$ cat config.mk
export PLATFORM = sky130hd
export DESIGN_NAME = amba_monitor_top
export DESIGN_NICKNAME = d
export VERILOG_FILES = /design/src/design/mon_cfg_pkg.sv /design/src/design/mon_log_pkg.sv /design/src/design/log_wr_if.sv /design/src/design/axi_addr_monitor.sv /design/src/design/log_store.sv /design/src/design/apb_regs.sv /design/src/design/amba_monitor_top.sv
export SDC_FILE = /design/constraint.sdc
export NUM_CORES = 1
export LEC_CHECK = 0
export ABC_AREA = 1
export BUFFER_PORTS_ARGS = -buffer_cell sky130_fd_sc_hd__buf_2
export CAP_MARGIN = 40
export CORE_UTILIZATION = 30
export DETAILED_ROUTE_END_ITERATION = 8
export GPL_TIMING_DRIVEN = 1
export PLACE_DENSITY_LB_ADDON = 0.12
export SYNTH_ARGS = -nofsm -noshare
export SYNTH_HDL_FRONTEND = slang
export SYNTH_SLANG_ARGS = --single-unit
$ cat constraint.sdc
create_clock -name aclk -period 4.2 [get_ports aclk]
set_clock_uncertainty 0.2 [all_clocks]
set_input_delay 0.21 -clock aclk [delete_from_list [all_inputs] [get_ports aclk]]
set_output_delay 0.21 -clock aclk [all_outputs]
set_load 0.05 [all_outputs]
$ cat src/design/mon_cfg_pkg.sv
package mon_cfg_pkg;

  localparam int APB_ADDR_W = 16;
  localparam int APB_DATA_W = 32;
  localparam int AXI_ADDR_W = 64;
  localparam int AXI_ID_W   = 5;

  typedef logic [APB_ADDR_W-1:0] apb_addr_t;
  typedef logic [APB_DATA_W-1:0] apb_data_t;
  typedef logic [AXI_ADDR_W-1:0] axi_addr_t;
  typedef logic [AXI_ID_W-1:0]   axi_id_t;

  // APB register map, byte offsets.
  localparam apb_addr_t REG_CTRL       = 16'h0000; // Bit 0 is enable.
  localparam apb_addr_t REG_USER_OUT   = 16'h0004;
  localparam apb_addr_t REG_USER_IN    = 16'h0008;
  localparam apb_addr_t REG_STATUS     = 16'h000C; // Write 1 to bit 0 to clear the log.
  localparam apb_addr_t REG_IRQ_THRESH = 16'h0010;
  localparam apb_addr_t REG_DROPS      = 16'h0014;
  localparam apb_addr_t LOG_BASE       = 16'h0100; // Log read window, 8 bytes per entry.

endpackage

$ cat src/design/mon_log_pkg.sv
package mon_log_pkg;

  localparam int DEF_LOG_DEPTH_LOG2 = 4;

  typedef logic [31:0] log_addr_t;

  typedef struct packed {
    logic                  is_write;
    mon_cfg_pkg::axi_id_t  id;
    log_addr_t             addr;
  } log_entry_t;

  typedef logic [DEF_LOG_DEPTH_LOG2:0] log_ptr_t;

  // Word offsets within one 8-byte log entry.
  localparam int unsigned LOG_WORD_ADDR  = 0;
  localparam int unsigned LOG_WORD_INFO  = 1;
  localparam int unsigned INFO_WRITE_BIT = 8; // ID sits in the low bits of the info word.

endpackage

$ cat src/design/log_wr_if.sv
`timescale 1ns/1ps

interface log_wr_if;

  logic                   req;
  mon_cfg_pkg::axi_id_t   id;
  mon_log_pkg::log_addr_t addr;
  logic                   drop; // One-cycle pulse per lost handshake.
  logic                   gnt;

  modport source (
    output req, id, addr, drop,
    input  gnt
  );

  modport sink (
    input  req, id, addr, drop,
    output gnt
  );

endinterface

$ cat src/design/axi_addr_monitor.sv
`timescale 1ns/1ps

module axi_addr_monitor #(
  parameter int ID_START = 0,
  parameter int ID_END   = 31
) (
  input  logic                   aclk,
  input  logic                   reset,
  input  logic                   enable,
  input  logic                   valid,
  input  logic                   ready,
  input  mon_cfg_pkg::axi_id_t   id,
  input  mon_cfg_pkg::axi_addr_t addr,
  log_wr_if.source               log_port
);

  logic                   hit;
  logic                   buf_full;
  mon_cfg_pkg::axi_id_t   id_q;
  mon_log_pkg::log_addr_t addr_q;

  // Accepted handshake with an ID inside the configured window.
  assign hit = enable && valid && ready && (id >= ID_START) && (id <= ID_END);

  always_ff @(posedge aclk) begin
    if (reset) begin
      buf_full <= 1'b0;
    end else if (hit && !buf_full) begin
      buf_full <= 1'b1;
    end else if (buf_full && log_port.gnt) begin
      buf_full <= 1'b0;
    end
  end

  always_ff @(posedge aclk) begin
    if (hit && !buf_full) begin
      id_q   <= id;
      addr_q <= mon_log_pkg::log_addr_t'(addr); // Keep the low address bits only.
    end
  end

  assign log_port.req  = buf_full;
  assign log_port.id   = id_q;
  assign log_port.addr = addr_q;
  assign log_port.drop = hit && buf_full; // Buffer still occupied.

  // A pending request holds its payload until the log store takes it.
  a_req_stable : assert property (
    @(posedge aclk) disable iff (reset)
    log_port.req && !log_port.gnt |=>
      log_port.req && $stable(log_port.id) && $stable(log_port.addr)
  );

endmodule

$ cat src/design/log_store.sv
`timescale 1ns/1ps

module log_store #(
  parameter int LOG_DEPTH_LOG2 = 4
) (
  input  logic                        aclk,
  input  logic                        reset,
  input  logic                        log_clear,
  log_wr_if.sink                      rd_port,
  log_wr_if.sink                      wr_port,
  output logic [LOG_DEPTH_LOG2:0]     fill,
  output logic                        overflow,
  output mon_cfg_pkg::apb_data_t      drops,
  input  logic [LOG_DEPTH_LOG2-1:0]   rd_index,
  output mon_log_pkg::log_entry_t     rd_entry
);

  localparam int DEPTH = 1 << LOG_DEPTH_LOG2;

  mon_log_pkg::log_entry_t mem [DEPTH];
  mon_log_pkg::log_entry_t new_entry;

  logic                   last_wr; // Write port was served last.
  logic                   gnt_rd;
  logic                   gnt_wr;
  logic                   any_gnt;
  logic                   full;
  logic [1:0]             drop_inc;
  logic [LOG_DEPTH_LOG2:0] fill_q;
  logic                   overflow_q;
  mon_cfg_pkg::apb_data_t drops_q;

  // Round robin: on a tie the port served last waits.
  assign gnt_rd  = rd_port.req && (!wr_port.req || last_wr);
  assign gnt_wr  = wr_port.req && (!rd_port.req || !last_wr);
  assign any_gnt = gnt_rd || gnt_wr;

  assign rd_port.gnt = gnt_rd;
  assign wr_port.gnt = gnt_wr;

  assign full = fill_q[LOG_DEPTH_LOG2];

  always_comb begin
    new_entry.is_write = gnt_wr;
    new_entry.id       = gnt_wr ? wr_port.id : rd_port.id;
    new_entry.addr     = gnt_wr ? wr_port.addr : rd_port.addr;
  end

  assign drop_inc = 2'(rd_port.drop) + 2'(wr_port.drop) + 2'(any_gnt && full);

  always_ff @(posedge aclk) begin
    if (reset) begin
      last_wr <= 1'b0;
    end else if (any_gnt) begin
      last_wr <= gnt_wr;
    end
  end

  always_ff @(posedge aclk) begin
    if (reset || log_clear) begin
      fill_q     <= '0;
      overflow_q <= 1'b0;
      drops_q    <= '0;
    end else begin
      if (any_gnt && !full) begin
        fill_q <= fill_q + 1'b1;
      end
      if (any_gnt && full) begin
        overflow_q <= 1'b1; // Entry is discarded.
      end
      drops_q <= drops_q + drop_inc;
    end
  end

  always_ff @(posedge aclk) begin
    if (any_gnt && !full) begin
      mem[fill_q[LOG_DEPTH_LOG2-1:0]] <= new_entry;
    end
  end

  assign fill     = fill_q;
  assign overflow = overflow_q;
  assign drops    = drops_q;
  assign rd_entry = mem[rd_index];

  a_one_grant : assert property (
    @(posedge aclk) disable iff (reset) !(gnt_rd && gnt_wr)
  );

  a_fill_bound : assert property (
    @(posedge aclk) disable iff (reset) fill_q <= DEPTH
  );

endmodule

$ cat src/design/apb_regs.sv
`timescale 1ns/1ps

module apb_regs #(
  parameter int LOG_DEPTH_LOG2 = 4
) (
  input  logic                        aclk,
  input  logic                        reset,
  input  logic                        psel,
  input  logic                        penable,
  input  logic                        pwrite,
  input  mon_cfg_pkg::apb_addr_t      paddr,
  input  mon_cfg_pkg::apb_data_t      pwdata,
  output mon_cfg_pkg::apb_data_t      prdata,
  output logic                        pready,
  output logic                        pslverr,
  output logic                        pintreq,
  output mon_cfg_pkg::apb_data_t      user_out,
  input  mon_cfg_pkg::apb_data_t      user_in,
  output logic                        enable,
  output logic                        log_clear,
  input  logic [LOG_DEPTH_LOG2:0]     fill,
  input  logic                        overflow,
  input  mon_cfg_pkg::apb_data_t      drops,
  output logic [LOG_DEPTH_LOG2-1:0]   rd_index,
  input  mon_log_pkg::log_entry_t     rd_entry
);

  localparam mon_cfg_pkg::apb_addr_t WINDOW_BYTES =
    mon_cfg_pkg::apb_addr_t'((1 << LOG_DEPTH_LOG2) * 8);

  logic                   access;
  logic                   wr_en;
  logic                   reg_hit;
  logic                   in_window;
  logic                   slot_ok;
  mon_cfg_pkg::apb_addr_t log_off;
  mon_cfg_pkg::apb_data_t info_word;
  mon_cfg_pkg::apb_data_t status_word;
  mon_cfg_pkg::apb_data_t user_out_q;
  mon_cfg_pkg::apb_data_t thresh_q;
  logic                   enable_q;

  assign access = psel && penable;
  assign wr_en  = access && pwrite;

  always_ff @(posedge aclk) begin
    if (reset) begin
      enable_q   <= 1'b0;
      user_out_q <= '0;
      thresh_q   <= '0;
    end else if (wr_en) begin
      case (paddr)
        mon_cfg_pkg::REG_CTRL:       enable_q   <= pwdata[0];
        mon_cfg_pkg::REG_USER_OUT:   user_out_q <= pwdata;
        mon_cfg_pkg::REG_IRQ_THRESH: thresh_q   <= pwdata;
        default: ;
      endcase
    end
  end

  // Clear strobe acts on the log store at the access edge.
  assign log_clear = wr_en && (paddr == mon_cfg_pkg::REG_STATUS) && pwdata[0];

  // Log window decode.
  assign in_window = (paddr >= mon_cfg_pkg::LOG_BASE) &&
                     (paddr < mon_cfg_pkg::LOG_BASE + WINDOW_BYTES);
  assign log_off   = paddr - mon_cfg_pkg::LOG_BASE;
  assign rd_index  = log_off[LOG_DEPTH_LOG2+2:3];
  assign slot_ok   = in_window && ({1'b0, rd_index} < fill);

  always_comb begin
    info_word = '0;
    info_word[mon_log_pkg::INFO_WRITE_BIT] = rd_entry.is_write;
    info_word[mon_cfg_pkg::AXI_ID_W-1:0]   = rd_entry.id;
  end

  always_comb begin
    status_word = '0;
    status_word[15:0] = 16'(fill);
    status_word[16]   = overflow;
  end

  always_comb begin
    reg_hit = 1'b1;
    prdata  = '0;
    case (paddr)
      mon_cfg_pkg::REG_CTRL:       prdata = mon_cfg_pkg::apb_data_t'(enable_q);
      mon_cfg_pkg::REG_USER_OUT:   prdata = user_out_q;
      mon_cfg_pkg::REG_USER_IN:    prdata = user_in;
      mon_cfg_pkg::REG_STATUS:     prdata = status_word;
      mon_cfg_pkg::REG_IRQ_THRESH: prdata = thresh_q;
      mon_cfg_pkg::REG_DROPS:      prdata = drops;
      default:                     reg_hit = 1'b0;
    endcase
    if (slot_ok) begin
      prdata = (log_off[2] == 1'(mon_log_pkg::LOG_WORD_INFO)) ? info_word : rd_entry.addr;
    end
  end

  assign pready  = 1'b1; // Zero wait states.
  assign pslverr = access && (pwrite ? !reg_hit : !(reg_hit || slot_ok));

  assign pintreq = enable_q && (thresh_q != '0) &&
                   (mon_cfg_pkg::apb_data_t'(fill) >= thresh_q);

  assign user_out = user_out_q;
  assign enable   = enable_q;

  a_penable_psel : assert property (
    @(posedge aclk) disable iff (reset) penable |-> psel
  );

endmodule

$ cat src/design/amba_monitor_top.sv
`timescale 1ns/1ps

module amba_monitor_top #(
  parameter int ID_START       = 0,
  parameter int ID_END         = 31,
  parameter int LOG_DEPTH_LOG2 = mon_log_pkg::DEF_LOG_DEPTH_LOG2
) (
  input  logic                   aclk,
  input  logic                   reset,

  input  logic                   psel,
  input  logic                   penable,
  input  logic                   pwrite,
  input  mon_cfg_pkg::apb_addr_t paddr,
  input  mon_cfg_pkg::apb_data_t pwdata,
  output mon_cfg_pkg::apb_data_t prdata,
  output logic                   pready,
  output logic                   pslverr,
  output logic                   pintreq,

  output mon_cfg_pkg::apb_data_t ip_ctrl_write,
  input  mon_cfg_pkg::apb_data_t ip_ctrl_read,

  input  mon_cfg_pkg::axi_addr_t ip_araddr,
  input  mon_cfg_pkg::axi_id_t   ip_arid,
  input  logic                   ip_arvalid,
  output logic                   ip_arready,
  input  mon_cfg_pkg::axi_addr_t ip_awaddr,
  input  mon_cfg_pkg::axi_id_t   ip_awid,
  input  logic                   ip_awvalid,
  output logic                   ip_awready,

  output mon_cfg_pkg::axi_addr_t axi_araddr,
  output mon_cfg_pkg::axi_id_t   axi_arid,
  output logic                   axi_arvalid,
  input  logic                   axi_arready,
  output mon_cfg_pkg::axi_addr_t axi_awaddr,
  output mon_cfg_pkg::axi_id_t   axi_awid,
  output logic                   axi_awvalid,
  input  logic                   axi_awready
);

  logic                        enable;
  logic                        log_clear;
  logic [LOG_DEPTH_LOG2:0]     fill;
  logic                        overflow;
  mon_cfg_pkg::apb_data_t      drops;
  logic [LOG_DEPTH_LOG2-1:0]   rd_index;
  mon_log_pkg::log_entry_t     rd_entry;

  log_wr_if rd_log ();
  log_wr_if wr_log ();

  // Address channels pass straight through, no back-pressure added.
  assign axi_araddr  = ip_araddr;
  assign axi_arid    = ip_arid;
  assign axi_arvalid = ip_arvalid;
  assign ip_arready  = axi_arready;
  assign axi_awaddr  = ip_awaddr;
  assign axi_awid    = ip_awid;
  assign axi_awvalid = ip_awvalid;
  assign ip_awready  = axi_awready;

  axi_addr_monitor #(.ID_START(ID_START), .ID_END(ID_END)) u_rd_mon (
    .aclk(aclk), .reset(reset), .enable(enable),
    .valid(ip_arvalid), .ready(axi_arready), .id(ip_arid), .addr(ip_araddr),
    .log_port(rd_log)
  );

  axi_addr_monitor #(.ID_START(ID_START), .ID_END(ID_END)) u_wr_mon (
    .aclk(aclk), .reset(reset), .enable(enable),
    .valid(ip_awvalid), .ready(axi_awready), .id(ip_awid), .addr(ip_awaddr),
    .log_port(wr_log)
  );

  log_store #(.LOG_DEPTH_LOG2(LOG_DEPTH_LOG2)) u_store (
    .aclk(aclk), .reset(reset), .log_clear(log_clear),
    .rd_port(rd_log), .wr_port(wr_log),
    .fill(fill), .overflow(overflow), .drops(drops),
    .rd_index(rd_index), .rd_entry(rd_entry)
  );

  apb_regs #(.LOG_DEPTH_LOG2(LOG_DEPTH_LOG2)) u_regs (
    .aclk(aclk), .reset(reset),
    .psel(psel), .penable(penable), .pwrite(pwrite), .paddr(paddr), .pwdata(pwdata),
    .prdata(prdata), .pready(pready), .pslverr(pslverr), .pintreq(pintreq),
    .user_out(ip_ctrl_write), .user_in(ip_ctrl_read),
    .enable(enable), .log_clear(log_clear),
    .fill(fill), .overflow(overflow), .drops(drops),
    .rd_index(rd_index), .rd_entry(rd_entry)
  );

endmodule

==> run_results.csv <==
group,metric,value,unit
logic_synthesis,synth_cell_types,43,
timing,final_max_slew_viol_count,0,
logic_synthesis,synth_adder_area_share,0.625,%
clock_network,cts_resized,0,
finish,drive_gt1_share,14.9,%
timing,tns,0,ns
timing,period_share,85.3,%
finish,final_util,36.5,%
place,dpl.hpwl,70400,um
setup_path,worstSetupPathType,"flop to output port",
logic_synthesis,synthCells,3364,
finish,area_growth,20.0,%
finish,layout.nets,3887,
timing,rsz0062_at_grt,"no",
global_route,grt_max_degree,106,
floorplanning,die_x,341,um
logic_synthesis,synth_xor_area_share,0.178,%
route,ant_nets,0,
timing,hold_viol_final,0,
route,vias,24400,
logic_synthesis,synth_area,34400,um^2
pwr,pwr-share-seq,48.4,%
setup_path,path_common_cell,"inv_1",
setup_path,slowest_stage,"dfxtp_1",
logic_synthesis,synth_edf_count,682,
setup_path,cp_cell_sequence,"inv_1 > ha_1 > a21o_1 > nand2_1 > nand3_2 > nor2_4 > buf_4 > inv_1 > o21ai_0 > nor2_1 > buf_2",
floorplanning,initial_core_util,30.4,%
setup_path,crit_required,3.79,ns
pwr,peakVddDrop,0.293,mV
setup_path,worst-path-buf-inv,4,
route,wire_per_inst,22.0,um
setup_path,reg2regPathDepth,17,
setup_path,crit_path_max_fanout,10,
setup_path,reg2reg_from,"u_wr_mon.log_port.req",
global_route,overflow,0,
setup_path,crit_cells,11,
status,outcome,"complete, no violations",
logic_synthesis,postSynth.asyncResetShare,0,%
clock_network,insertion_delay,0.66,ns
clock_network,cts.sinks,788,
min_path,hp-start,"ip_araddr[5]",
clock_network,cts_inserted_buffers,95,
global_route,grt_pass1_wl,166000,um
setup_path,max_stage_delay,0.41,ns
clock_network,clock-root-buffer,"clkbuf_16",
route,drtIter0Drc,1846,
finish,multi_input_area,9100,um^2
route,first_pass_iters,5,
finish,n_fill_cell,11200,
route,vias_per_cell,4.68,
floorplanning,floorplan.die_area,116000,um^2
min_path,hold_path_end,"u_rd_mon.log_port.addr[5]",
finish,fin_area,41300,um^2
pwr,leakagePower,15.5,nW
timing,min_period,3.58,ns
place,place_ws,0.769,ns
clock_network,clockBufferDepth,3,
global_route,grtUsageTotal,19.5,%
logic_synthesis,synth_nets,3607,
logic_synthesis,synth_mux_area_share,0,%
clock_network,cts.reportedPaths.clkPinSlew,0.06,ns
timing,worst_pin_slew,0.807,ns
timing,relSlewSlack,46.1,%
setup_path,start_kind,"flop",
setup_path,critical_path.endpoint_type,"output port",
logic_synthesis,seq_area_frac_synth,65.6,%
pwr,power_switching,4.01,mW
route,drc,0,
place,finalWeightedCongestion,0.875,
floorplanning,fp.dieH,341,um
place,port_buffers,306,
pwr,p_comb_share,5.9,%
logic_synthesis,ys_seq_elements,788,
setup_path,critPathArrivalTime,3.17,ns
timing,clock.fmax,279,MHz
logic_synthesis,syn_avg_cell_area,10.2,um^2
logic_synthesis,synth_compound_area_share,7.65,%
global_route,grt_pass1_vias,23900,
logic_synthesis,yosys.area_share.simple,17.5,%
pwr,p_clk_share,45.7,%
floorplanning,rows,123,
finish,antenna_cells,0,
pwr,power-per-cell-area,419,nW/um^2
setup_path,critPathTopFamily,"buffers and inverters",
setup_path,r2r-end,"u_store.drops[30]",
place,dpl-instance-area,37300,um^2
logic_synthesis,synth_top_family_by_area,"simple AND/OR/NAND/NOR gates",
route,drt_wl_total,115000,um
setup_path,r2r_slack,0.78,ns
global_route,antenna_found_initial,4,
pwr,swShare,23.2,%
logic_synthesis,synth_top_flop_cell,"edfxtp_1",
timing,setup_viol,0,
finish,ff_latch_area,22600,um^2
clock_network,cts_tree,"built",
min_path,hold_path_class,"primary input to flop",
pwr,p_int,13.3,mW
min_path,whs_path_depth,2,
floorplanning,core,113000,um^2
logic_synthesis,yosysWarnings,0,
clock_network,cts-htree-levels,3,
job,maxCapViolations,0,
floorplanning,io_pins,436,
timing,setup_ws,0.618,ns
==> flip-flops by register name (all words and copies together), names as in the netlist <==
name                    cells
u_store.mem               608
u_rd_mon.log_port.addr     32
u_regs.thresh_q            32
u_regs.user_out            32
u_store.drops              32
u_wr_mon.log_port.addr     32
u_rd_mon.log_port.id        5
u_store.fill                5
u_wr_mon.log_port.id        5
u_rd_mon.log_port.req       1
u_regs.enable               1
u_store.last_wr             1
u_store.overflow            1
u_wr_mon.log_port.req       1
==> cell usage after synthesis, types with 42 or more instances <==
cell	n	area, um^2
nor2_1	650	2440
buf_2	60	300
o21ai_0	345	1730
nand2_1	607	2280
inv_1	244	916
o21ai_1	42	210
buf_4	161	1210
edfxtp_1	682	20500
dfxtp_1	106	2120
nand4_1	61	382
a21oi_1	62	310
nand3_1	106	531
clkbuf_1	57	214
o22ai_1	45	282
==> how the worst max path moves through the flow <==
stage	end	start	slack, ns
floorplan	u_store.mem[0][0]	u_wr_mon.log_port.req	1.05
global placement	u_store.drops[30]	u_wr_mon.log_port.req	0.81
detailed placement	u_store.drops[30]	u_wr_mon.log_port.req	0.77
CTS	pslverr	u_store.fill[2]	0.59
global route	u_store.drops[30]	u_wr_mon.log_port.req	0.45
finish	pslverr	u_store.fill[2]	0.62
==> cell families after synthesis <==
group	after synthesis
AO/OA/AOI/OAI	508
XOR/XNOR	7
adder cells (fa/ha/maj)	16
buffers and inverters	565
flip-flops	788
other	1
AND/OR/NAND/NOR	1479
==> stage by stage <==
step	hold slack [ns]	power (mW)	std cells
after floorplan	0.0824	9.34	3364
after global placement	0.198	9.50	4929
after detailed placement	0.200	9.50	4935
after CTS	0.0204	17.5	5220
after global routing	0.0395	17.9	5220
final	0.0644	17.3	5220
==> final cells by class <==
cell class | count | share of cell area, %
sequential | 788 | 54.7
clock inverter | 42 | 0.796
timing repair buffer | 491 | 9.25
clock buffer | 131 | 6.38
multi-input combinational | 2011 | 22.0
inverter | 257 | 2.35
tap | 1500 | 4.54
==> power groups by stage <==
stage          Sequential (mW)  Combinational, mW  Clock (mW)
6_report                  8.39               1.02        7.93
2_1_floorplan             8.56              0.782           0
3_3_place_gp              8.55              0.949           0
4_1_cts                   8.39               1.02        8.12
3_5_place_dp              8.55              0.941           0
5_1_grt                   8.39               1.10        8.40
==> placed cells by master (no fill, tap or decap), types with 61 or more instances in the layout <==
cell type / n
nand3_1: 106
nand2_1: 607
dfxtp_1: 106
nor2_1: 632
a21oi_1: 62
dlygate4sd3_1: 112
edfxtp_1: 682
inv_1: 241
clkbuf_16: 98
o21ai_0: 344
nand4_1: 61
buf_2: 283
==> what timing repair did <==
action | CTS | global route
setup buffers | 0 | 0
hold endpoints to repair | 146 | 0
hold buffers | 112 | 0
==> per-layer routing <==
metal	GRT usage (%)	share of wire, %	vias up
li1	-	-	11800
met3	2.48	4.4	155
met2	32.0	47	689
met1	27.1	47	11800
met5	0	0	-
met4	5.33	2.4	0
(Power assumes the default switching activity.)
